File: config.mk
export PLATFORM = sky130hd
export DESIGN_NAME = sync_fifo
export DESIGN_NICKNAME = d
export VERILOG_FILES = /design/src/axi_fifo_pkg.sv /design/src/sync_fifo.sv
export SDC_FILE = /design/constraint.sdc
export NUM_CORES = 2
export LEC_CHECK = 0
export ABC_CLOCK_PERIOD_IN_PS = 10850
export BUFFER_PORTS_ARGS = -buffer_cell sky130_fd_sc_hd__buf_4
export CAP_MARGIN = 20
export CORE_AREA = 2 2 1120 564
export DETAILED_ROUTE_END_ITERATION = 8
export DIE_AREA = 0 0 1122 566
export PLACE_DENSITY = 0.37
export SYNTH_ARGS = -nofsm -noshare
export SYNTH_HDL_FRONTEND = slang
export SYNTH_SLANG_ARGS = --single-unit
File: constraint.sdc
create_clock -name s_axi_aclk -period 10.85 [get_ports s_axi_aclk]
set_input_delay 0 -clock s_axi_aclk [delete_from_list [all_inputs] [get_ports s_axi_aclk]]
set_output_delay 0 -clock s_axi_aclk [all_outputs]
set_load 0.01 [all_outputs]
File: src/axi_fifo_pkg.sv
package axi_fifo_pkg;

    //////////////////////////////////////////////////////////////////////
    // Widths
    //////////////////////////////////////////////////////////////////////
    localparam int ID_W    = 16;
    localparam int ADDR_W  = 6;
    localparam int DATA_W  = 128;
    localparam int LEN_W   = 8;
    localparam int FIFO_AW = 5;        // 32 entries per direction

    // Address map, same for read and write
    localparam logic [ADDR_W-1:0] ADDR_FIFO = 6'h00;
    localparam logic [ADDR_W-1:0] ADDR_CTRL = 6'h10;

    localparam logic [1:0] RESP_OKAY   = 2'b00;
    localparam logic [1:0] RESP_SLVERR = 2'b10;

    //////////////////////////////////////////////////////////////////////
    // Channel payloads
    //////////////////////////////////////////////////////////////////////
    typedef struct packed {
        logic [ID_W-1:0]   id;
        logic [ADDR_W-1:0] addr;
        logic [LEN_W-1:0]  len;        // Beats minus one
    } axi_req_t;                       // AW and AR

    // Command on write to ADDR_CTRL, status on read from it
    typedef struct packed {
        logic [DATA_W-3:0] rsvd;
        logic              flush_in;   // Inbound flush
        logic              flush_out;  // Outbound flush / inbound not empty
    } ctrl_word_t;

    typedef union packed {
        logic [DATA_W-1:0] raw;        // FIFO payload
        ctrl_word_t        ctrl;
    } axi_word_u;

    typedef struct packed {
        logic [ID_W-1:0] id;
        logic [1:0]      resp;
    } axi_b_t;

    typedef struct packed {
        logic [ID_W-1:0] id;
        axi_word_u       data;
        logic [1:0]      resp;
        logic            last;
    } axi_r_t;

endpackage
File: src/sync_fifo.sv
`timescale 1ns/1ps

module sync_fifo (
    input  logic                   s_axi_aclk,
    input  logic                   s_axi_aresetn,
    input  logic                   clear,       // Drops all entries
    input  logic                   push,
    input  axi_fifo_pkg::axi_word_u push_data,
    input  logic                   pop,
    output axi_fifo_pkg::axi_word_u head,       // First word, valid while not empty
    output logic                   empty,
    output logic                   full
);

    import axi_fifo_pkg::*;

    axi_word_u            mem [1 << FIFO_AW];
    logic [FIFO_AW-1:0]   wr_ptr;
    logic [FIFO_AW-1:0]   rd_ptr;
    logic [FIFO_AW:0]     count;    // One extra bit so 32 fits

    // Storage, pointers decide what is live
    always_ff @(posedge s_axi_aclk) begin
        if (push) begin
            mem[wr_ptr] <= push_data;
        end
    end

    always_ff @(posedge s_axi_aclk) begin
        if (!s_axi_aresetn || clear) begin
            wr_ptr <= '0;
            rd_ptr <= '0;
            count  <= '0;
        end else begin
            if (push) begin
                wr_ptr <= wr_ptr + 1'b1;       // Wraps at depth
            end
            if (pop) begin
                rd_ptr <= rd_ptr + 1'b1;
            end
            case ({push, pop})
                2'b10:   count <= count + 1'b1;
                2'b01:   count <= count - 1'b1;
                default: count <= count;       // Both or neither
            endcase
        end
    end

    // Fall-through read port
    assign head  = mem[rd_ptr];
    assign empty = (count == '0);
    assign full  = count[FIFO_AW];     // Only set at exactly 32

endmodule

==> impl_metrics.csv <==
group,metric,value,unit
route,wl_per_cell,31.4,um
yosys,synth_area,156000,um^2
floorplanning,dieArea,635000,um^2
worst_setup_path,critPathMaxFanout,81,
clock_tree,numCtsBuffers,413,
worst_setup_path,crit_path_end_kind,"primary output",
global_route,grt_pass1_wl,715000,um
route,vias,80095,
clock_tree,clock_latency,1010,ps
timing,final-hold-violation-count,0,
cells_and_area,nets,8293,
route,first_pass_iters,5,
cells_and_area,stdcell_count,16804,
timing,finalClockSkew,80.0,ps
clock_tree,cts_tree,"built",
place,dp_cells,15731,
yosys,synth-xor-area-share,0.0618,%
yosys,ys_seq_area_share,79.1,%
clock_tree,htreeDepth,5,
global_route,grt_pass1_vias,79817,
status,outcome,"complete, no violations",
yosys,ys_ff_latch,4117,
global_route,antenna_found_initial,56,
yosys,syn_nets,7530,
timing,slew_headroom,16.3,%
yosys,synth_mux_area_share,14.0,%
yosys,synth_compound_area_share,3.76,%
cells_and_area,utilization,29.7,%
floorplanning,io_pins,263,
run,maxCapViolations,0,
route,routed_wl,528000,um
power,power.leakage,54.1,nW
timing,setup_violations,0,
timing,min_period_over_period,59.9,%
route,final_antenna_net_count,0,
clock_tree,path_clk_slew,70,ps
worst_setup_path,worstSetupPathType,"flip-flop to primary output",
route,drt-initial-drc-count,8309,
power,ir_drop,126,uV
global_route,track_usage,16.2,%
place,place_congestion,0.692,
timing,rsz0062_at_grt,"no",
min_path,hp-class,"primary input to flip-flop",
clock_tree,cts_root_buffer,"clkbuf_16",
route,drc_errors,0,
clock_tree,clkSinkCount,4117,
worst_setup_path,startpoint_type,"flip-flop",
timing,final-max-slew-violation-count,0,
yosys,synth_top_family_by_area,"multiplexers",
global_route,grt_max_degree,130,
timing,min_period,6500,ps
clock_tree,cts_setup_buffers,0,
timing,tightest_slew,1260,ps
yosys,synthAdderAreaFrac,0.0642,%
yosys,syn_area_per_cell,21.1,um^2
yosys,synth.distinct_cells,43,
clock_tree,cts_buffer_depth,5,
yosys,yosys_warnings,0,
floorplanning,die_y,566,um
cells_and_area,syn_to_final_growth,19.1,%
cells_and_area,fillCellCount,60603,
place,dpl.hpwl,263000,um
timing,fin_tns_setup,0,ps
yosys,netlist_instances,7389,
route,avgViaCountPerCell,4.77,
clock_tree,cts_resized,0,
yosys,synth-simple-area-share,1.64,%
floorplanning,initial_utilization,24.9,%
place,port_buffers,262,
floorplanning,core_area,626000,um^2
timing,fmax,154,MHz
power,power.density,178,nW/um^2
cells_and_area,final_layout_size_suffix_gt1_share,19.5,%
global_route,overflow,0,
floorplanning,core.rowCount,206,
worst_setup_path,cp.arrival,6500,ps
floorplanning,die_w,1120,um
worst_setup_path,critical_path_required,10850,ps
final timing paths:
kind	start	to	slack [ps]	cells past startpoint
worst max register to register	wr_ptr[0]	mem[12][23]	6600	7
worst min-delay path	push_data[93]	mem[26][93]	60	2
worst max-delay path	flip-flop	head[49]	4350	8
worst min register to register	rd_ptr[4]	rd_ptr[4]	550	2
routing by layer:
layer  up-vias  global-route usage [%]  wire length [um]
met5         -                       0               130
met4        20                    2.42              8020
met3       561                    2.65             26900
met2      2192                    24.6            234000
met1     44641                    24.8            260000
li1      32681                       -                 -
worst max-delay path: stages, from the launching register on:
cell	delay, ps
dfxtp_4	820
buf_4	630
buf_12	480
buf_4	660
buf_4	810
mux4_2	610
a22oi_1	260
nand4_1	340
buf_4	270
logic make-up (layout without fill, tap and decap cells):
family,after synthesis,count (layout)
flops,4117,4117
mux,1541,1541
other cells,0,14
compound gates,782,782
simple gates,486,486
fa+ha+maj,8,8
buf+inv,444,1525
xor+xnor,11,11
synth_stat cells:
cell type     n  share of area, %
nand4_1     131              0.53
o41ai_1       1            0.0056
and2_1        2            0.0080
nor2b_1       7             0.028
buf_4        17             0.082
xor2_1        8             0.045
o32ai_1       1            0.0056
nor2_1       55              0.13
buf_2       211              0.68
o2111ai_1     1            0.0056
buf_1        28             0.067
a21oi_1       3            0.0096
nor4_1        2            0.0080
a2bb2oi_1     1            0.0056
nand3b_1      3             0.014
a31o_1        1            0.0056
o21a_1        1            0.0048
mux4_2      512               7.4
nor3b_1       1            0.0048
inv_1         8             0.019
o31a_1        1            0.0056
a211oi_1      1            0.0048
or4_1         1            0.0048
a22oi_1     768               3.7
a31oi_1       1            0.0040
and3b_1       1            0.0056
or3b_2        1            0.0056
and3_1        2            0.0080
dfxtp_1      21              0.27
buf_6         9             0.065
nand2b_1      4             0.016
mux2i_1    1029               6.6
clkbuf_1    171              0.41
o41a_1        1            0.0072
nand2_1      13             0.031
or3_1         3             0.012
ha_1          8             0.064
nand3_1     258              0.83
edfxtp_1   4096                79
xnor2_1       3             0.017
or4b_1        1            0.0064
o21ai_0       1            0.0032
nor3_1        1            0.0032
area by class of cell:
class	instances	area (um^2)	share of cell area, %
inverters	8	30.0	0.0162
clock buffers	499	10800	5.83
repair buffers	784	7870	4.24
diodes	14	35.0	0.0189
well taps	8320	10400	5.61
clock inverters	234	2300	1.24
multi-input cells	2828	30800	16.6
flip-flops and latches	4117	123000	66.5
repair_timing:
action	4_1_cts	5_1_grt
hold buffers	280	0
endpoints found under the setup margin	0	0
endpoints found under the hold margin	4117	0
registers in the layout (all words and copies together), names as in the netlist, named ones only:
register	cells
mem	4096
count	6
rd_ptr	5
wr_ptr	5
cells in the final DEF (no fill, tap or decap), types with 9 or more instances in the layout:
| master | instances |
|---|---|
| a22oi_1 | 768 |
| buf_12 | 53 |
| buf_16 | 17 |
| buf_4 | 416 |
| buf_8 | 19 |
| bufinv_16 | 42 |
| clkbuf_1 | 73 |
| clkbuf_16 | 426 |
| clkbuf_8 | 9 |
| clkinv_1 | 88 |
| clkinv_2 | 68 |
| clkinvlp_4 | 15 |
| dfxtp_1 | 18 |
| diode_2 | 14 |
| dlygate4sd3_1 | 269 |
| edfxtp_1 | 4096 |
| mux2i_1 | 1029 |
| mux4_2 | 512 |
| nand2_1 | 13 |
| nand3_1 | 258 |
| nand4_1 | 131 |
| nor2_1 | 19 |
| nor2_4 | 35 |
per-stage QoR:
step | power (mW) | worst slack (ps) | instance area, um^2 | hold slack [ps]
after floorplan | 18.3 | 3870 | 156000 | 98.9
after detailed placement | 18.9 | 5330 | 169000 | 331
after global placement | 18.8 | 5280 | 169000 | 325
after global routing | 34.2 | 3870 | 186000 | 8.99
after CTS | 33.5 | 4190 | 185000 | 0.845
final | 33.1 | 4350 | 186000 | 62.2
power by group:
group / total (mW) / switching, mW / internal [mW] / leakage, nW
clock: 14.4 / 6.31 / 8.09 / 6.41
combinational: 1.10 / 0.703 / 0.396 / 10.6
sequential: 17.5 / 0.0180 / 17.5 / 37.1
Power figures use the tool's default switching activity.
