<file path="src/axi_fifo_pkg.sv">
package axi_fifo_pkg;

    //////////////////////////////////////////////////////////////////////
    // Widths
    //////////////////////////////////////////////////////////////////////
    localparam int ID_W    = 16;
    localparam int ADDR_W  = 6;
    localparam int DATA_W  = 128;
    localparam int LEN_W   = 8;
    localparam int FIFO_AW = 5;        // 32 entries per direction

    // Address map, same for read and write
    localparam logic [ADDR_W-1:0] ADDR_FIFO = 6'h00;
    localparam logic [ADDR_W-1:0] ADDR_CTRL = 6'h10;

    localparam logic [1:0] RESP_OKAY   = 2'b00;
    localparam logic [1:0] RESP_SLVERR = 2'b10;

    //////////////////////////////////////////////////////////////////////
    // Channel payloads
    //////////////////////////////////////////////////////////////////////
    typedef struct packed {
        logic [ID_W-1:0]   id;
        logic [ADDR_W-1:0] addr;
        logic [LEN_W-1:0]  len;        // Beats minus one
    } axi_req_t;                       // AW and AR

    // Command on write to ADDR_CTRL, status on read from it
    typedef struct packed {
        logic [DATA_W-3:0] rsvd;
        logic              flush_in;   // Inbound flush
        logic              flush_out;  // Outbound flush / inbound not empty
    } ctrl_word_t;

    typedef union packed {
        logic [DATA_W-1:0] raw;        // FIFO payload
        ctrl_word_t        ctrl;
    } axi_word_u;

    typedef struct packed {
        logic [ID_W-1:0] id;
        logic [1:0]      resp;
    } axi_b_t;

    typedef struct packed {
        logic [ID_W-1:0] id;
        axi_word_u       data;
        logic [1:0]      resp;
        logic            last;
    } axi_r_t;

endpackage
</file>
<file path="src/axi_read_ctrl.sv">
`timescale 1ns/1ps

module axi_read_ctrl (
    input  logic                    s_axi_aclk,
    input  logic                    s_axi_aresetn,
    // AR
    input  logic                    arvalid,
    input  axi_fifo_pkg::axi_req_t  ar,
    output logic                    arready,
    // R
    output logic                    rvalid,
    output axi_fifo_pkg::axi_r_t    r,
    input  logic                    rready,
    // Inbound FIFO
    input  axi_fifo_pkg::axi_word_u fifo_head,
    input  logic                    fifo_empty,
    output logic                    fifo_pop
);

    import axi_fifo_pkg::*;

    typedef enum logic {
        R_IDLE,
        R_BURST     // A beat sits on R
    } rd_state_t;

    rd_state_t        state;
    logic [LEN_W-1:0] beats_left;      // Beats after the one on R
    logic             ar_fire;
    logic             r_fire;
    logic             next_beat;       // Load a FIFO beat on this edge
    axi_word_u        head_word;
    logic [1:0]       head_resp;
    axi_word_u        stat_word;

    assign arready = (state == R_IDLE);
    assign rvalid  = (state == R_BURST);
    assign ar_fire = arvalid && arready;
    assign r_fire  = rvalid && rready;

    // First FIFO beat at AR, later ones as each beat is taken
    assign next_beat = (ar_fire && (ar.addr == ADDR_FIFO))
                    || (r_fire && !r.last);
    assign fifo_pop  = next_beat && !fifo_empty;   // Word is captured as it leaves

    //////////////////////////////////////////////////////////////////////
    // Beat contents
    //////////////////////////////////////////////////////////////////////
    always_comb begin
        head_word     = fifo_head;
        head_resp     = RESP_OKAY;
        if (fifo_empty) begin
            head_word.raw = '0;                    // Underflow beat
            head_resp     = RESP_SLVERR;
        end
        stat_word                = '0;
        stat_word.ctrl.flush_out = !fifo_empty;    // Status bit 0
    end

    //////////////////////////////////////////////////////////////////////
    // Control
    //////////////////////////////////////////////////////////////////////
    always_ff @(posedge s_axi_aclk) begin
        if (!s_axi_aresetn) begin
            state      <= R_IDLE;
            beats_left <= '0;
        end else if (ar_fire) begin
            state      <= R_BURST;
            beats_left <= ar.len;
        end else if (r_fire) begin
            if (r.last) begin
                state <= R_IDLE;                   // arready back up
            end else begin
                beats_left <= beats_left - 1'b1;
            end
        end
    end

    // R payload, only changes on AR or on a taken beat
    always_ff @(posedge s_axi_aclk) begin
        if (ar_fire) begin
            r.id <= ar.id;
            case (ar.addr)
                ADDR_FIFO: begin
                    r.data <= head_word;
                    r.resp <= head_resp;
                    r.last <= (ar.len == '0);
                end
                ADDR_CTRL: begin
                    r.data <= stat_word;
                    r.resp <= RESP_OKAY;
                    r.last <= 1'b1;
                end
                default: begin
                    r.data <= '0;
                    r.resp <= RESP_SLVERR;
                    r.last <= 1'b1;                // Single error beat
                end
            endcase
        end else if (r_fire && next_beat) begin
            r.data <= head_word;
            r.resp <= head_resp;
            r.last <= (beats_left == LEN_W'(1));
        end
    end

endmodule

</file>
<file path="config.mk">
export PLATFORM = sky130hd
export DESIGN_NAME = axi_read_ctrl
export DESIGN_NICKNAME = d
export VERILOG_FILES = /design/src/axi_fifo_pkg.sv /design/src/axi_read_ctrl.sv
export SDC_FILE = /design/constraint.sdc
export NUM_CORES = 1
export LEC_CHECK = 0
export BUFFER_PORTS_ARGS = -buffer_cell sky130_fd_sc_hd__buf_2
export CELL_PAD_IN_SITES_DETAIL_PLACEMENT = 0
export CELL_PAD_IN_SITES_GLOBAL_PLACEMENT = 1
export CORE_AREA = 8 8 136 138
export DETAILED_ROUTE_END_ITERATION = 6
export DIE_AREA = 0 0 144 146
export MAX_ROUTING_LAYER = met4
export PLACE_DENSITY_LB_ADDON = 0.1
export SYNTH_ARGS = -nofsm -noshare
export SYNTH_HDL_FRONTEND = slang
export SYNTH_SLANG_ARGS = --single-unit
export TNS_END_PERCENT = 5
</file>
<file path="constraint.sdc">
create_clock -name s_axi_aclk -period 10.57 [get_ports s_axi_aclk]
set_clock_uncertainty 0.15 [all_clocks]
set_input_delay 1.5855 -clock s_axi_aclk [delete_from_list [all_inputs] [get_ports s_axi_aclk]]
set_output_delay 1.5855 -clock s_axi_aclk [all_outputs]
set_load 0.05 [all_outputs]
</file>
==> results of run 1 <==
power by group:
part	internal (W)	switching (W)
clock network	0.000372	0.000240
registers	0.000732	0.0000136
logic	0.0000718	0.000237
cell usage after synthesis (2+ instances only):
master	count	area [um2]
o21ai_0	3	15.01
a32oi_1	2	17.52
a31oi_1	2	12.51
and2_2	15	112.6
dfxtp_1	9	180.2
clkbuf_1	11	41.29
ha_1	2	25.02
buf_8	3	45.04
and2_1	113	706.9
edfxtp_1	146	4384
nand2_1	6	22.52
nor2_1	12	45.04
a221oi_1	2	17.52
nand3_1	2	10.01
nor4_1	3	18.77
inv_1	5	18.77
nor3_1	2	10.01
a21oi_1	8	40.04
worst register-to-register path, stage by stage, from the launching register on:
cell      delay [ns]
dfxtp_1         0.38
nand2b_1        0.29
inv_1           0.76
nor2_1          0.30
inv_4           0.53
buf_4           0.91
per-stage QoR:
step	setup slack, ns	power [W]	util [%]	hold WS, ns
2_1_floorplan	5.265	0.0009832	-	0.3242
3_3_place_gp	5.682	0.001070	47.06	0.3682
3_5_place_dp	5.552	0.001071	47.06	0.3494
4_1_cts	5.726	0.001685	50.73	0.3607
5_1_grt	5.672	0.001728	50.80	0.4052
6_report	5.714	0.001667	50.80	0.3662
cell families after synthesis:
group / share of synthesized area (%)
AO/OA/AOI/OAI: 3.057
adder cells (fa/ha/maj): 0.4215
buffers and inverters: 2.382
flip-flops: 76.90
multiplexers: 0.3583
other: 0.06318
AND/OR/NAND/NOR: 16.82
worst paths after layout:
check                                     end          start
worst max-delay path                 fifo_pop          ar[9]
worst min-delay path            beats_left[5]  beats_left[5]
worst max register to register          r[63]         rvalid
worst min register to register  beats_left[5]  beats_left[5]
cell type report:
type / instances / area (um2) / area share (%)
tap: 220 / 275.3 / 3.326
antenna: 5 / 12.51 / 0.1512
sequential: 155 / 4564 / 55.16
timing repair buffer: 313 / 1572 / 18.99
clock buffer: 18 / 429.2 / 5.186
clock inverter: 14 / 167.7 / 2.026
multi-input combinational: 193 / 1230 / 14.86
inverter: 6 / 25.02 / 0.3024
sequential cells by signal, indices dropped and copies added (netlist names):
| signal | cells |
|---|---|
| beats_left | 8 |
| rvalid | 1 |
| r | 146 |
metal layers:
metal	vias up	routed length (um)
li1	1957	-
met1	1911	6483
met2	200	8488
met3	16	1615
met4	0	347
met5	-	0
==> flow_summary.json, run 1 <==
{
  "total_leakage_power_nw": 3.611,
  "fin_crit_sh_pct": 45.94,
  "ys.flop_type": "edfxtp_1",
  "drt_iter0_markers": 176,
  "drcViolationCount": 0,
  "globalRouteMet2Util_pct": 26.42,
  "start_util_pct": 36.44,
  "io_buffer_count": 311,
  "post_cts_buffers": 0,
  "syn_area_um2": 5936,
  "yosys_warnings": 0,
  "wire_per_inst_um": 18.33,
  "synthArstFlopShare_pct": 0,
  "layout_commonest_cell": "buf_2",
  "critPathKind": "in2out",
  "crit_path_top_delay_cell": "or4_4",
  "final_cells": 924,
  "final_max_slew_viol_count": 0,
  "grt_max_degree": 128,
  "grt_use_met3_pct": 5.643,
  "synth_seq_cells": 155,
  "rsz0062_at_grt": "false",
  "finalSetupViolations": 0,
  "worst_skew_pair.late_latency_ns": 0.41,
  "fillCellCount": 1497,
  "critPathArrivalTime_ns": 3.12,
  "track_usage_pct": 15.89,
  "worstPathMaxFanout": 3,
  "vdd_drop_max_mv": 0.09654,
  "htree_levels": 4,
  "crit_cells": 6,
  "worst_pin_slew_ns": 1.021,
  "syn_to_final_growth_pct": 39.42,
  "finalInstanceArea_um2": 8275,
  "die_y_um": 146,
  "period_needed_ns": 4.856,
  "report.final.hold_viol_count": 0,
  "synth_cell_types": 44,
  "worst_setup_path_start_kind": "input pin",
  "antenna_found_initial": 5,
  "clkSinkCount": 155,
  "cpMostUsedCell": "buf_2",
  "cts-root-buf": "clkbuf_16",
  "r2r_cells": 5,
  "cts.path.max_buffers": 2,
  "std_cell_rows": 47,
  "grt_busiest_layer": "met2",
  "core_um2": 16290,
  "clkTransAtPathRegs_ns": 0.06,
  "fin_nets": 851,
  "synth_edf_count": 146,
  "crit_buf_inv": 2,
  "hold_class": "reg2reg",
  "synth_seq_area_share_pct": 76.90,
  "relSlewSlack_pct": 31.96,
  "routed_wl_mm": 16.94,
  "synthCells": 372,
  "dr.pass1.iters": 6,
  "place_congestion": 0.7939,
  "fmax_ghz": 0.2059,
  "r2r_slack_ns": 6.80,
  "cts-resized-gates": 0,
  "vias_per_cell": 4.420,
  "synth_nets": 537,
  "hold-path-cell-count": 2,
  "avgSynthCellArea_um2": 15.96,
  "die_x_um": 144,
  "slowest_delay_ns": 0.53,
  "cp-end-kind": "output port",
  "worstPathRequired_ns": 8.83,
  "drtAntennaViolNets": 0,
  "dp_hpwl_mm": 12.81,
  "ios": 313,
  "place_area_um2": 7666,
  "cts_tree": "done",
  "layout-drive-gt1-share_pct": 51.93,
  "final_cell_mix": "buf_2 (311), edfxtp_1 (146), and2_1 (113), clkbuf_16 (17), and2_2 (15)",
  "path_cells": "buf_2 > or4_4 > or3_4 > o21a_1 > nor2_1 > buf_2",
  "timing.setup.tns_ns": 0,
  "die-area_um2": 21020,
  "crit_family": "simple AND/OR/NAND/NOR gates",
  "grt_pass1_wl_mm": 23.88,
  "overflow": 0,
  "grt_pass1_vias": 4181,
  "status": "finished clean",
  "cellPowerDensity_nw_per_um2": 201.4,
  "cts_hold_buf": 0,
  "met1_usage_pct": 16.73,
  "vias": 4084,
  "drv_cap": 0,
  "dp_cells": 887,
  "cts_buffers": 17
}
Note: power is estimated with default switching activity, not from simulation.
==> inputs of run 2 (changes only) <==
--- a/config.mk
+++ b/config.mk
@@ -8,9 +8,9 @@
 export BUFFER_PORTS_ARGS = -buffer_cell sky130_fd_sc_hd__buf_2
 export CELL_PAD_IN_SITES_DETAIL_PLACEMENT = 0
 export CELL_PAD_IN_SITES_GLOBAL_PLACEMENT = 1
-export CORE_AREA = 8 8 136 138
+export CORE_AREA = 8 8 148 150
 export DETAILED_ROUTE_END_ITERATION = 6
-export DIE_AREA = 0 0 144 146
+export DIE_AREA = 0 0 156 158
 export MAX_ROUTING_LAYER = met4
 export PLACE_DENSITY_LB_ADDON = 0.1
 export SYNTH_ARGS = -nofsm -noshare
==> constraint.sdc (replaced) <==
create_clock -name s_axi_aclk -period 4.15 [get_ports s_axi_aclk]
set_clock_uncertainty 0.15 [all_clocks]
set_input_delay 0.6225 -clock s_axi_aclk [delete_from_list [all_inputs] [get_ports s_axi_aclk]]
set_output_delay 0.6225 -clock s_axi_aclk [all_outputs]
set_load 0.05 [all_outputs]
==> flow_summary.json, run 2 (same netlist as run 1, synthesis figures left out) <==
{
  "grt_pass1_vias": 4218,
  "min_from": "ar[19]",
  "vias": 4073,
  "grt_max_degree": 92,
  "report.final.hold_viol_count": 0,
  "r2r-start": "rvalid",
  "final_cell_mix": "buf_2 (311), edfxtp_1 (146), and2_1 (113), clkbuf_16 (17), and2_2 (15)",
  "syn_to_final_growth_pct": 40.77,
  "cts-root-buf": "clkbuf_16",
  "clkTransAtPathRegs_ns": 0.07,
  "antenna_found_initial": 3,
  "die_x_um": 156,
  "final_max_slew_viol_count": 0,
  "drtAntennaViolNets": 0,
  "total_leakage_power_nw": 3.614,
  "layout-drive-gt1-share_pct": 52.07,
  "die-area_um2": 24650,
  "drcViolationCount": 0,
  "rsz0062_at_grt": "false",
  "worst_setup_path_start_kind": "input pin",
  "finalPower_w": 0.004241,
  "critPathArrivalTime_ns": 2.13,
  "largest_register": "r",
  "worstPathMaxFanout": 3,
  "start_util_pct": 30.11,
  "overflow": 0,
  "io_buffer_count": 311,
  "relSlewSlack_pct": 63.98,
  "layout_commonest_cell": "buf_2",
  "hold_class": "in2reg",
  "largest_reg_flops": 146,
  "vias_per_cell": 4.182,
  "track_usage_pct": 13.94,
  "grt_pass1_wl_mm": 24.74,
  "core_um2": 19710,
  "finalSetupViolations": 0,
  "startpoint": "ar[9]",
  "vdd_drop_max_mv": 0.2626,
  "cts_buffers": 17,
  "fin_nets": 854,
  "std_cell_rows": 52,
  "fin_crit_sh_pct": 70.04,
  "drt_iter0_markers": 223,
  "cts.path.max_buffers": 2,
  "dp_hpwl_mm": 12.99,
  "clkSinkCount": 155,
  "finalHoldWorstSlack_ns": 0.2271,
  "routed_wl_mm": 17.23,
  "worstPathRequired_ns": 3.38,
  "period_needed_ns": 2.907,
  "status": "finished clean",
  "cts_tree": "done",
  "cp-end-kind": "output port",
  "worst_skew_pair.late_latency_ns": 0.42,
  "cts_hold_buf": 0,
  "post_cts_buffers": 0,
  "cts-resized-gates": 0,
  "worst_pin_slew_ns": 0.5402,
  "htree_levels": 4,
  "timing.setup.tns_ns": 0,
  "fmax_ghz": 0.3440,
  "critPathKind": "in2out",
  "dr.pass1.iters": 4,
  "place_congestion": 0.7546,
  "drv_cap": 0,
  "ios": 313,
  "cellPowerDensity_nw_per_um2": 507.5,
  "die_y_um": 158,
  "wire_per_inst_um": 17.69
}
[run 2: cell types whose count changed in the layout (fill, tap and decap cells not counted), sizes merged]
| cell | previous run | this run |
|---|---|---|
| buf | 313 | 316 |
| clkbuf | 18 | 19 |
| clkinv | 7 | 6 |
| clkinvlp | 2 | 4 |
| diode | 5 | 3 |
| inv | 8 | 5 |
[run 2: final cells by class]
| cell class | count | area, um2 |
|---|---|---|
| Fill cell | 1895 | 11360 |
| Sequential cell | 155 | 4566 |
| Clock inverter | 12 | 148.9 |
| Tap cell | 270 | 337.8 |
| Inverter | 6 | 26.28 |
| Multi-Input combinational cell | 193 | 1230 |
| Antenna cell | 3 | 7.507 |
| Clock buffer | 19 | 432.9 |
| Timing Repair Buffer | 316 | 1607 |
[run 2: where the power goes]
group | internal, W | switching (W)
clock | 0.000940 | 0.000610
sequential | 0.00186 | 0.0000341
combinational | 0.000188 | 0.000606
total | 0.00299 | 0.00125
[run 2: critical path, cell delays in order]
cell and delay (ns):
buf_2 0.10, or4_4 0.52, or3_4 0.37, o21a_1 0.18, nor2_1 0.08, buf_2 0.27
[run 2: worst paths after layout]
path,endpoint,slack (ns),cells after the start
max,fifo_pop,1.24,6
min,r[136],0.23,1
max reg2reg,r[47],1.80,5
min reg2reg,beats_left[5],0.37,2
[run 2: stage by stage]
stage	instance area, um2	std cells	setup slack [ns]	utilization [%]
final	8356	974	1.243	42.38
after global routing	8356	974	1.181	42.38
after CTS	8348	971	1.230	42.35
after detailed placement	7766	940	1.235	39.39
after global placement	7766	940	1.236	39.39
after floorplan	5941	372	0.05708	-
[run 2: per-layer routing]
layer	wire length [um]	global-route usage, %
met1	6422	14.21
met2	8854	23.74
met4	342	5.730
met3	1613	5.487
met5	0	-
