==> src/axi_fifo_pkg.sv <==
package axi_fifo_pkg;

    //////////////////////////////////////////////////////////////////////
    // Widths
    //////////////////////////////////////////////////////////////////////
    localparam int ID_W    = 16;
    localparam int ADDR_W  = 6;
    localparam int DATA_W  = 128;
    localparam int LEN_W   = 8;
    localparam int FIFO_AW = 5;        // 32 entries per direction

    // Address map, same for read and write
    localparam logic [ADDR_W-1:0] ADDR_FIFO = 6'h00;
    localparam logic [ADDR_W-1:0] ADDR_CTRL = 6'h10;

    localparam logic [1:0] RESP_OKAY   = 2'b00;
    localparam logic [1:0] RESP_SLVERR = 2'b10;

    //////////////////////////////////////////////////////////////////////
    // Channel payloads
    //////////////////////////////////////////////////////////////////////
    typedef struct packed {
        logic [ID_W-1:0]   id;
        logic [ADDR_W-1:0] addr;
        logic [LEN_W-1:0]  len;        // Beats minus one
    } axi_req_t;                       // AW and AR

    // Command on write to ADDR_CTRL, status on read from it
    typedef struct packed {
        logic [DATA_W-3:0] rsvd;
        logic              flush_in;   // Inbound flush
        logic              flush_out;  // Outbound flush / inbound not empty
    } ctrl_word_t;

    typedef union packed {
        logic [DATA_W-1:0] raw;        // FIFO payload
        ctrl_word_t        ctrl;
    } axi_word_u;

    typedef struct packed {
        logic [ID_W-1:0] id;
        logic [1:0]      resp;
    } axi_b_t;

    typedef struct packed {
        logic [ID_W-1:0] id;
        axi_word_u       data;
        logic [1:0]      resp;
        logic            last;
    } axi_r_t;

endpackage
==> src/axi_write_ctrl.sv <==
`timescale 1ns/1ps

module axi_write_ctrl (
    input  logic                    s_axi_aclk,
    input  logic                    s_axi_aresetn,
    // AW
    input  logic                    awvalid,
    input  axi_fifo_pkg::axi_req_t  aw,
    output logic                    awready,
    // W
    input  logic                    wvalid,
    input  axi_fifo_pkg::axi_word_u wdata,
    input  logic                    wlast,
    output logic                    wready,
    // B
    output logic                    bvalid,
    output axi_fifo_pkg::axi_b_t    b,
    input  logic                    bready,
    // Outbound FIFO
    input  logic                    fifo_full,
    output logic                    fifo_push,
    output axi_fifo_pkg::axi_word_u fifo_data,
    // Flush strobes, one cycle each
    output logic                    flush_out,
    output logic                    flush_in
);

    import axi_fifo_pkg::*;

    typedef enum logic [1:0] {
        W_IDLE,
        W_DATA,     // Beats go to the outbound FIFO
        W_CMD,      // Beats decoded as flush commands
        W_DISC      // Bad address, beats dropped
    } wr_state_t;

    wr_state_t state;
    logic      aw_fire;
    logic      w_fire;

    //////////////////////////////////////////////////////////////////////
    // Handshakes
    //////////////////////////////////////////////////////////////////////
    assign awready = (state == W_IDLE) && !bvalid;     // Held off until B done
    assign wready  = ((state == W_DATA) && !fifo_full)
                  || (state == W_CMD)
                  || (state == W_DISC);
    assign aw_fire = awvalid && awready;
    assign w_fire  = wvalid && wready;

    // Beat lands in the FIFO on this edge
    assign fifo_push = (state == W_DATA) && w_fire;
    assign fifo_data = wdata;

    //////////////////////////////////////////////////////////////////////
    // Control
    //////////////////////////////////////////////////////////////////////
    always_ff @(posedge s_axi_aclk) begin
        if (!s_axi_aresetn) begin
            state     <= W_IDLE;
            bvalid    <= 1'b0;
            flush_out <= 1'b0;
            flush_in  <= 1'b0;
        end else begin
            flush_out <= 1'b0;                         // Pulses by default
            flush_in  <= 1'b0;
            if (bvalid && bready) begin
                bvalid <= 1'b0;
            end
            case (state)
                W_IDLE: begin
                    if (aw_fire) begin
                        case (aw.addr)
                            ADDR_FIFO: state <= W_DATA;
                            ADDR_CTRL: state <= W_CMD;
                            default:   state <= W_DISC;
                        endcase
                    end
                end
                W_CMD: begin
                    if (w_fire) begin
                        // Command view of the same word
                        flush_out <= wdata.ctrl.flush_out;
                        flush_in  <= wdata.ctrl.flush_in;
                    end
                    if (w_fire && wlast) begin
                        state  <= W_IDLE;
                        bvalid <= 1'b1;
                    end
                end
                default: begin                         // W_DATA, W_DISC
                    if (w_fire && wlast) begin
                        state  <= W_IDLE;
                        bvalid <= 1'b1;
                    end
                end
            endcase
        end
    end

    // Response payload, stable while bvalid since no AW can fire
    always_ff @(posedge s_axi_aclk) begin
        if (aw_fire) begin
            b.id <= aw.id;
        end
        if (w_fire && wlast) begin
            b.resp <= (state == W_DISC) ? RESP_SLVERR : RESP_OKAY;
        end
    end

endmodule

==> config.mk <==
export PLATFORM = sky130hd
export DESIGN_NAME = axi_write_ctrl
export DESIGN_NICKNAME = d
export VERILOG_FILES = /design/src/axi_fifo_pkg.sv /design/src/axi_write_ctrl.sv
export SDC_FILE = /design/constraint.sdc
export NUM_CORES = 1
export LEC_CHECK = 0
export ABC_AREA = 1
export BUFFER_PORTS_ARGS = -buffer_cell sky130_fd_sc_hd__buf_2
export CORE_AREA = 2 2 123 125
export DETAILED_ROUTE_END_ITERATION = 10
export DIE_AREA = 0 0 125 127
export GPL_TIMING_DRIVEN = 0
export PLACE_DENSITY = 0.42
export SYNTH_ARGS = -nofsm -noshare
export SYNTH_HDL_FRONTEND = slang
export SYNTH_SLANG_ARGS = --single-unit
==> constraint.sdc <==
create_clock -name s_axi_aclk -period 3.59 [get_ports s_axi_aclk]
set_input_delay 0.359 -clock s_axi_aclk [delete_from_list [all_inputs] [get_ports s_axi_aclk]]
set_output_delay 0.359 -clock s_axi_aclk [all_outputs]
set_load 0.005 [all_outputs]
==> results by group, run 1 <==
Global routing
  – GR peak layer: met2
  – First-pass GRT wire length: ~9.7 mm
  – Total Routing Usage GR: between 7 and 8%
  – Number of global-route vias before repair: ~1800
  – Initial antenna violation count: 0
  – M3 GR Usage: roughly 3.2%
  – Met2 Resource Use GR: 15.0%
  – Largest net degree at the start of global routing: 17
  – Grt ovf: 0
  – Met1 usage: 7.69%

Yosys
  – Flops & latches, synth: 22
  – Post-synth cell types: 15
  – Synth top area cells: buf_4 (54%), edfxtp_1 (28%), dfxtp_1 (5.5%)
  – Ys Warns: 0
  – Syn avg cell area: around 9 µm²
  – Mapped Nets: 364
  – Sequential fraction of the synthesis area: between 30 and 40%
  – Post-Syn Area: around 1800 µm²
  – Top cell type's share of synthesized area: a little over half
  – Cells after Synth: 199
  – Dominant cell type by area after synthesis: buf_4

Clock tree
  – Clock transition at the registers of the reported paths: approximately 60 ps
  – Htree depth: 1
  – # hold bufs at CTS: 0
  – Postcts setup bufs: 0
  – Clk sinks: 22
  – Clk Latency, worst-skew pair: around 250 ps
  – # resized after CTS: 0
  – CTS buffer count: 3
  – Clock root buffer: clkbuf_16
  – TritonCTS clock tree: built
  – Max clock buf depth: 2

Timing
  – Worst Tran Pin Value: a little under 600 ps
  – Max Slew Vio Count: 0
  – WHS: approximately 280 ps
  – Hold violation count in the final report: 0
  – Normalized max-slew margin: approximately three fifths
  – Tmin final: approximately 1500 ps
  – Setup TNS: 0 ps
  – Tcrit/Tclk final: 42.5%
  – F_max: between 0.6 and 0.7 GHz
  – Finish-stage setup viols: 0
  – Clk_skew: about 3.8 ps
  – RSZ-0062 raised after global routing: false

Layout
  – Nets: 550
  – # diodes: 0
  – FF+latch area: slightly above 600 µm²
  – Fill count: ~1600
  – Leading cell type in the layout, fill and taps excluded: buf_2
  – Most frequent cells in the layout: buf_2 (181), buf_4 (129), edfxtp_1 (17)
  – Proportion of layout cells with a drive suffix above 1: a little over four fifths
  – Area of the multi-input gates: 170 µm²
  – P&R area growth vs syn: 67.8%

Die
  – Starting density of the core: roughly an eighth
  – Row cnt: 44
  – Core ar.: around 14000 µm²
  – Die height: roughly 130 µm
  – Die width: 125 µm
  – Die area: 15900 µm²
  – Ports: 317

Route
  – Via count: ~1800
  – Residual DRC: 0
  – Starting DRT DRC Count: 34
  – Drt pass-1 iters: 4
  – WL per Instance: around 12 µm
  – Detail Route Antenna Nets: 0
  – Final wirelength: 7.06 mm
  – Vias/cell: around 3.2

Place
  – HPWL after DPL: 6.60 mm
  – RD Place Congestion: around 0.74
  – PortBufs: roughly 180

Pwr
  – PwrDens: 303 nW/µm²
  – Leakage power: 1.76 nW
  – Worst VDD drop: between 0.1 and 0.15 mV

Critical path
  – Worst R2R Setup Slack: slightly above 2000 ps
  – CP startpoint kind: flip-flop
  – Endpoint class of the critical path: flip-flop
  – Required @ worst endpoint: 3480 ps
  – Kind of critical path: reg2reg
  – CP Max Fanout: 16
  – WP data arrival: about 1400 ps

Flow run
  – Max cap viols: 0

Run status
  – Status: complete, no violations

Min path
  – Hold/Removal Path Class: in2reg
-- report_power, final --
group / internal (mW) / total [mW] / switching [mW]
registers: 0.319 / 0.335 / 0.0165
clock network: 0.170 / 0.251 / 0.0811
logic: 0.194 / 0.332 / 0.137
-- logic make-up after synthesis --
kind of cell,after synthesis,synth area share [%]
buffers and inverters,144,56.8
AND/OR/NAND/NOR,32,9.22
other,1,0.208
flip-flops,22,33.8
-- cells in the mapped netlist (all sizes together) --
| cell type | n |
|---|---|
| nand2 | 13 |
| inv | 15 |
| nand3 | 5 |
| edfxtp | 17 |
| nor3 | 2 |
| conb | 1 |
| buf | 129 |
| nor2 | 10 |
| nor4 | 2 |
| dfxtp | 5 |
-- layer usage --
| metal | vias to the layer above | routed length, µm |
|---|---|---|
| li1 | 851 | - |
| met1 | 797 | 2290 |
| met2 | 153 | 3800 |
| met3 | 9 | 892 |
| met4 | 0 | 76 |
| met5 | - | 0 |
-- stage by stage --
| stage | power, mW | setup slack, ps | utilization [%] | cells | cell area (µm²) |
|---|---|---|---|---|---|
| after global routing | 0.972 | 1940 | 21.0 | 568 | 3030 |
| after global placement | 0.678 | 2060 | 20.4 | 564 | 2940 |
| after floorplan | 0.531 | 2280 | - | 199 | 1810 |
| after CTS | 0.934 | 2020 | 21.0 | 568 | 3030 |
| final | 0.918 | 2070 | 21.0 | 568 | 3030 |
| after detailed placement | 0.680 | 2040 | 20.4 | 564 | 2940 |
-- area by class of cell --
class / instances / area share (%)
Buffer: 129 / 32.0
Timing Repair Buffer: 181 / 29.9
Sequential cell: 22 / 20.1
Tap cell: 184 / 7.60
Multi-Input combinational cell: 33 / 5.62
Clock buffer: 4 / 2.93
Inverter: 15 / 1.86
-- critical path: stages (launching register included) --
cell     delay [ps]
dfxtp_1         360
nor2_2          200
nand3_2         130
inv_1           460
-- flip-flops by register name (all words and copies together) (netlist names) --
name,flops
flush_in,1
bvalid,1
b,17
state,2
flush_out,1
-- final timing paths --
kind | start | end | cells after the start
max | state[0]$_SDFFE_PN0P_ | b[4]$_DFFE_PP_ | 3
max reg2reg | state[0]$_SDFFE_PN0P_ | b[4]$_DFFE_PP_ | 3
min reg2reg | state[1]$_SDFFE_PN0P_ | flush_out$_SDFF_PN0_ | 2
min | aw[15] | b[3]$_DFFE_PP_ | 1
(Power assumes the default switching activity.)
==> run 2, diff against run 1 <==
- CORE_AREA: 2 2 123 125 -> 2 2 125 127
- DIE_AREA: 0 0 125 127 -> 0 0 127 129
- PLACE_DENSITY: 0.42 -> 0.43
- clock period: 3.59 -> 1.4 ns (I/O delays scaled with it)
==> results by group, run 2 (synthesis gave the netlist of run 1 again) <==
Run status
  – Status: complete, no violations

Global routing
  – Grt ovf: 0 (unchanged)
  – Initial antenna violation count: 1 (+1)
  – First-pass GRT wire length: 9.29 mm (-4.3%)
  – Largest net degree at the start of global routing: 17 (unchanged)
  – Total Routing Usage GR: 7.34% (-0.41 points)
  – Number of global-route vias before repair: 1657 (-7.7%)

Die
  – Die height: 129 µm (+1.6%)
  – Ports: 317 (unchanged)
  – Die width: 127 µm (+1.6%)
  – Row cnt: 45 (+2.3%)
  – Core ar.: 15000 µm² (+3.8%)
  – Die area: 16400 µm² (+3.2%)
  – Starting density of the core: 12.1% (-0.46 points)

Pwr
  – Worst VDD drop: 0.345 mV (+160%)
  – PwrDens: 780 nW/µm² (+160%)
  – Leakage power: 1.76 nW (about the same)

Place
  – PortBufs: 181 (unchanged)
  – Area after DPL: 2950 µm² (+0.17%)
  – DP Cell Count: 568 (+0.71%)
  – HPWL after DPL: 6.47 mm (-2.0%)
  – RD Place Congestion: 0.783 (+6.0%)

Timing
  – Max Slew Vio Count: 0 (unchanged)
  – Tcrit/Tclk final: 90.1% (+48 points)
  – Hold violation count in the final report: 0 (unchanged)
  – Finish-stage setup viols: 0 (unchanged)
  – F_max: 0.793 GHz (+21%)
  – WHS: 59.1 ps (-222 ps)
  – RSZ-0062 raised after global routing: false
  – Tmin final: 1260 ps (-263 ps)
  – Clk_skew: 4.79 ps (+1.03 ps)
  – Setup TNS: 0 ps (unchanged)

Route
  – Final wirelength: 7.03 mm (-0.34%)
  – Starting DRT DRC Count: 9 (-74%)
  – Via count: 1787 (-1.3%)
  – Detail Route Antenna Nets: 0 (unchanged)
  – Vias/cell: 3.12 (-2.1%)
  – Residual DRC: 0 (unchanged)
  – Drt pass-1 iters: 4 (unchanged)
  – WL per Instance: 12.3 µm (-1.2%)

Clock tree
  – CTS buffer count: 3 (unchanged)
  – Clk sinks: 22 (unchanged)
  – Clock root buffer: clkbuf_16
  – Htree depth: 1 (unchanged)
  – # hold bufs at CTS: 0 (unchanged)
  – Max clock buf depth: 2 (unchanged)
  – Clk Latency, worst-skew pair: 250 ps (about the same)
  – TritonCTS clock tree: built
  – Clock transition at the registers of the reported paths: 60 ps (about the same)

Layout
  – Final Cell Area: 3060 µm² (+0.95%)
  – Largest regs: b: 17 flops, state: 2 flops
  – Final std cells w/o fill: 573 (+0.88%)
  – Final Util: 20.4% (-0.58 points)
  – Leading cell type in the layout, fill and taps excluded: buf_2
  – Fill count: 1713 (+4.4%)
  – Most frequent cells in the layout: buf_2 (181), buf_4 (129), edfxtp_1 (17)
  – # diodes: 0 (unchanged)
  – Reg with most FFs: b
  – Nets: 551 (+0.18%)
  – Proportion of layout cells with a drive suffix above 1: 84.9% (+0.30 points)
  – Max FFs per register: 17 (unchanged)
  – P&R area growth vs syn: 69.4%

Min path
  – Worst Hold Path Cells: 1 (unchanged)
  – Hold/Removal Path Class: in2reg

Critical path
  – Required @ worst endpoint: 1360 ps (-2120 ps)
  – Kind of critical path: reg2reg
  – CP startpoint kind: flip-flop
  – WP data arrival: 1220 ps (-190 ps)
  – Endpoint class of the critical path: flip-flop
  – Reg2Reg Depth: 4 (+1)
  – CP Max Fanout: 16 (unchanged)

Flow run
  – Max cap viols: 0 (unchanged)
==> run 2: cell count changes in the layout (fill, tap and decap cells not counted) <==
| cell | previous run | this run |
|---|---|---|
| inv_1 | 11 | 10 |
| buf_12 | 0 | 1 |
| clkinvlp_4 | 0 | 1 |
==> run 2: per-stage QoR <==
| step | worst slack [ps] | total power [mW] |
|---|---|---|
| 6_report | 139 | 2.39 |
| 2_1_floorplan | 91.5 | 1.36 |
| 3_5_place_dp | -185 | 1.74 |
| 5_1_grt | 49.9 | 2.54 |
| 4_1_cts | 121 | 2.43 |
| 3_3_place_gp | -139 | 1.74 |
==> run 2: routing by layer <==
layer,part of all wire [%],up-vias,global-route usage (%)
li1,-,853,-
met1,30,780,7.02
met2,54,148,14.0
met3,15,4,3.91
met4,0.30,2,1.55
met5,0.17,-,0
==> run 2: critical path, stage by stage (launching register included) <==
cell,delay (ps)
dfxtp_1,360
nor2_2,180
nand3_2,150
clkinvlp_4,120
buf_12,150
==> run 2: cell type report <==
class / instances / area, µm² / area share (%)
inverters: 15 / 60.1 / 1.96
clock buffers: 4 / 88.8 / 2.90
plain buffers: 129 / 968 / 31.7
flip-flops and latches: 22 / 611 / 20.0
repair buffers: 182 / 926 / 30.3
multi-input cells: 33 / 170 / 5.56
well taps: 188 / 235 / 7.69
==> run 2: power breakdown <==
group	switching (mW)	total (mW)	leakage, nW	internal [mW]
sequential	0.0462	0.863	0.202	0.817
clock	0.209	0.645	0.0442	0.435
combinational	0.353	0.879	1.51	0.525
total	0.609	2.39	1.76	1.78
==> run 2: final timing paths <==
path	from	end	slack (ps)
setup / recovery	state[0]$_SDFFE_PN0P_	b[4]$_DFFE_PP_	140
hold / removal	aw[15]	b[3]$_DFFE_PP_	60
setup reg to reg	state[0]$_SDFFE_PN0P_	b[4]$_DFFE_PP_	140
hold reg to reg	state[1]$_SDFFE_PN0P_	flush_in$_SDFF_PN0_	580
==> run 2: repair_timing <==
item / CTS / global route
setup endpoints to repair: 16 / 0
buffers inserted: 1 / 0
gates resized for setup: 1 / 0
==> run 3, diff against run 2 <==
- BUFFER_PORTS_ARGS: -buffer_cell sky130_fd_sc_hd__buf_2 -> -buffer_cell sky130_fd_sc_hd__buf_4
- clock period: 1.4 -> 1.11 ns (I/O delays scaled with it)
==> results by group, run 3 (synthesis gave the netlist of run 1 again) <==
Clock tree
  – Clk sinks: 22 (unchanged)
  – Clk Latency, worst-skew pair: 250 ps (about the same)
  – Clock transition at the registers of the reported paths: 60 ps (about the same)
  – CTS buffer count: 3 (unchanged)
  – Clock root buffer: clkbuf_16
  – Htree depth: 1 (unchanged)
  – # hold bufs at CTS: 0 (unchanged)
  – Max clock buf depth: 2 (unchanged)
  – TritonCTS clock tree: built

Timing
  – Hold violation count in the final report: 0 (unchanged)
  – Max Slew Vio Count: 0 (unchanged)
  – Setup TNS: -461 ps (-461 ps)
  – Finish-stage setup viols: 16 (+16)
  – RSZ-0062 raised after global routing: true
  – Clk_skew: 5.98 ps (+1.19 ps)
  – Tmin final: 1140 ps (-118 ps)
  – Tcrit/Tclk final: 103% (+13 points)
  – Final WS setup: -32.6 ps (-172 ps)
  – F_max: 0.875 GHz (+10%)

Critical path
  – Slowest stage cell, crit path: dfxtp_4
  – Required @ worst endpoint: 1070 ps (-290 ps)
  – CP startpoint kind: flip-flop
  – Critical path cell sequence: nor2_4, nand3_4, clkinvlp_4, buf_12
  – RR Endpoint: b[13]$_DFFE_PP_
  – CP Max Fanout: 16 (unchanged)
  – Reg2Reg Depth: 4 (unchanged)
  – Kind of critical path: reg2reg
  – R2R Path Start: state[0]$_SDFFE_PN0P_
  – Worst R2R Setup Slack: -30 ps (-170 ps)
  – Endpoint class of the critical path: flip-flop
  – WP data arrival: 1100 ps (-120 ps)
  – Max stage delay on crit path: 370 ps (about the same)

Global routing
  – Grt ovf: 0 (unchanged)
  – Number of global-route vias before repair: 1735 (+4.7%)
  – Initial antenna violation count: 0 (-1)
  – Largest net degree at the start of global routing: 17 (unchanged)
  – First-pass GRT wire length: 9.98 mm (+7.4%)
  – Total Routing Usage GR: 7.97% (+0.63 points)

Layout
  – Nets: 552 (+0.18%)
  – Proportion of layout cells with a drive suffix above 1: 85.5% (+0.56 points)
  – Final Util: 23.6% (+3.2 points)
  – Max FFs per register: 17 (unchanged)
  – Largest regs: b: 17 flops, state: 2 flops
  – Final Cell Area: 3530 µm² (+15%)
  – P&R area growth vs syn: 95.6%
  – Reg with most FFs: b
  – Leading cell type in the layout, fill and taps excluded: buf_4
  – # diodes: 0 (unchanged)
  – Most frequent cells in the layout: buf_4 (311), edfxtp_1 (17), nand2_1 (10), inv_1 (10), nor2_1 (8)

Route
  – WL per Instance: 13.4 µm (+9.1%)
  – Vias/cell: 3.10 (-0.51%)
  – Final wirelength: 7.68 mm (+9.2%)
  – Detail Route Antenna Nets: 0 (unchanged)
  – Drt pass-1 iters: 4 (unchanged)
  – Via count: 1781 (-0.34%)
  – Residual DRC: 0 (unchanged)
  – Starting DRT DRC Count: 32 (+23)

Pwr
  – PwrDens: 920 nW/µm² (+18%)
  – Leakage power: 1.91 nW (+9.0%)
  – Total power: 3.25 mW (+36%)
  – Worst VDD drop: 0.463 mV (+34%)

Place
  – Area after DPL: 3420 µm² (+16%)
  – RD Place Congestion: 0.799 (+2.0%)
  – Pre-CTS setup slack: -180 ps (+4.81 ps)
  – HPWL after DPL: 7.06 mm (+9.1%)
  – PortBufs: 181 (unchanged)

Min path
  – Hold Crit Start: aw[14]
  – Worst Hold Path Cells: 1 (unchanged)
  – End of the worst hold path: b[2]$_DFFE_PP_
  – Hold/Removal Path Class: in2reg

Die
  – Starting density of the core: 12.1% (unchanged)
  – Die height: 129 µm (unchanged)
  – Row cnt: 45 (unchanged)
  – Core ar.: 15000 µm² (unchanged)
  – Die area: 16400 µm² (unchanged)
  – Die width: 127 µm (unchanged)
  – Ports: 317 (unchanged)

Run status
  – Failing checks: negative setup slack
  – Status: finished, violations left

Flow run
  – Max cap viols: 0 (unchanged)
-- run 3: power breakdown --
| part | switching, mW | internal [mW] |
|---|---|---|
| registers | 0.0677 | 1.04 |
| logic | 0.486 | 0.906 |
| clock network | 0.265 | 0.489 |
| total | 0.818 | 2.43 |
-- run 3: cell type report --
type / instances / area [µm²]
Timing Repair Buffer: 183 / 1390
Sequential cell: 22 / 616
Inverter: 15 / 60.1
Fill cell: 1644 / 11400
Tap cell: 188 / 235
Multi-Input combinational cell: 33 / 188
Clock buffer: 4 / 78.8
Buffer: 129 / 968
-- run 3: routing by layer --
layer,up-vias,global-route usage (%),wire length [µm]
li1,854,-,-
met1,780,7.14,2200
met2,145,15.5,4290
met3,2,4.82,1180
met4,0,1.36,17
met5,-,0,0
-- run 3: what timing repair did --
item / 4_1_cts / 5_1_grt
setup buffers: 2 / 0
pin swaps: 1 / 0
hold endpoints to repair: 0 / 0
resized for setup: 2 / 0
endpoints found under the setup margin: 17 / 18
-- run 3: how the worst max path moves through the flow --
stage / end / start / slack, ps / cells past startpoint
after floorplan: b[10]$_DFFE_PP_ / state[1]$_SDFFE_PN0P_ / -10 / 3
after global placement: b[4]$_DFFE_PP_ / state[1]$_SDFFE_PN0P_ / -210 / 3
after detailed placement: b[5]$_DFFE_PP_ / state[1]$_SDFFE_PN0P_ / -180 / 3
after CTS: b[5]$_DFFE_PP_ / state[0]$_SDFFE_PN0P_ / -40 / 4
after global routing: b[16]$_DFFE_PP_ / state[0]$_SDFFE_PN0P_ / -80 / 4
final: b[13]$_DFFE_PP_ / state[0]$_SDFFE_PN0P_ / -30 / 4
-- run 3: metrics by stage --
stage	hold WS [ps]	instances
after detailed placement	291	568
after floorplan	210	199
after CTS	27.6	574
final	32.0	574
after global routing	21.4	574
after global placement	290	568
-- run 3: worst max-delay path: cells and delay by family, from the launching register on --
kind / cells / cell delay (ps)
buf+inv: 2 / 240
flops: 1 / 370
simple gates: 2 / 240
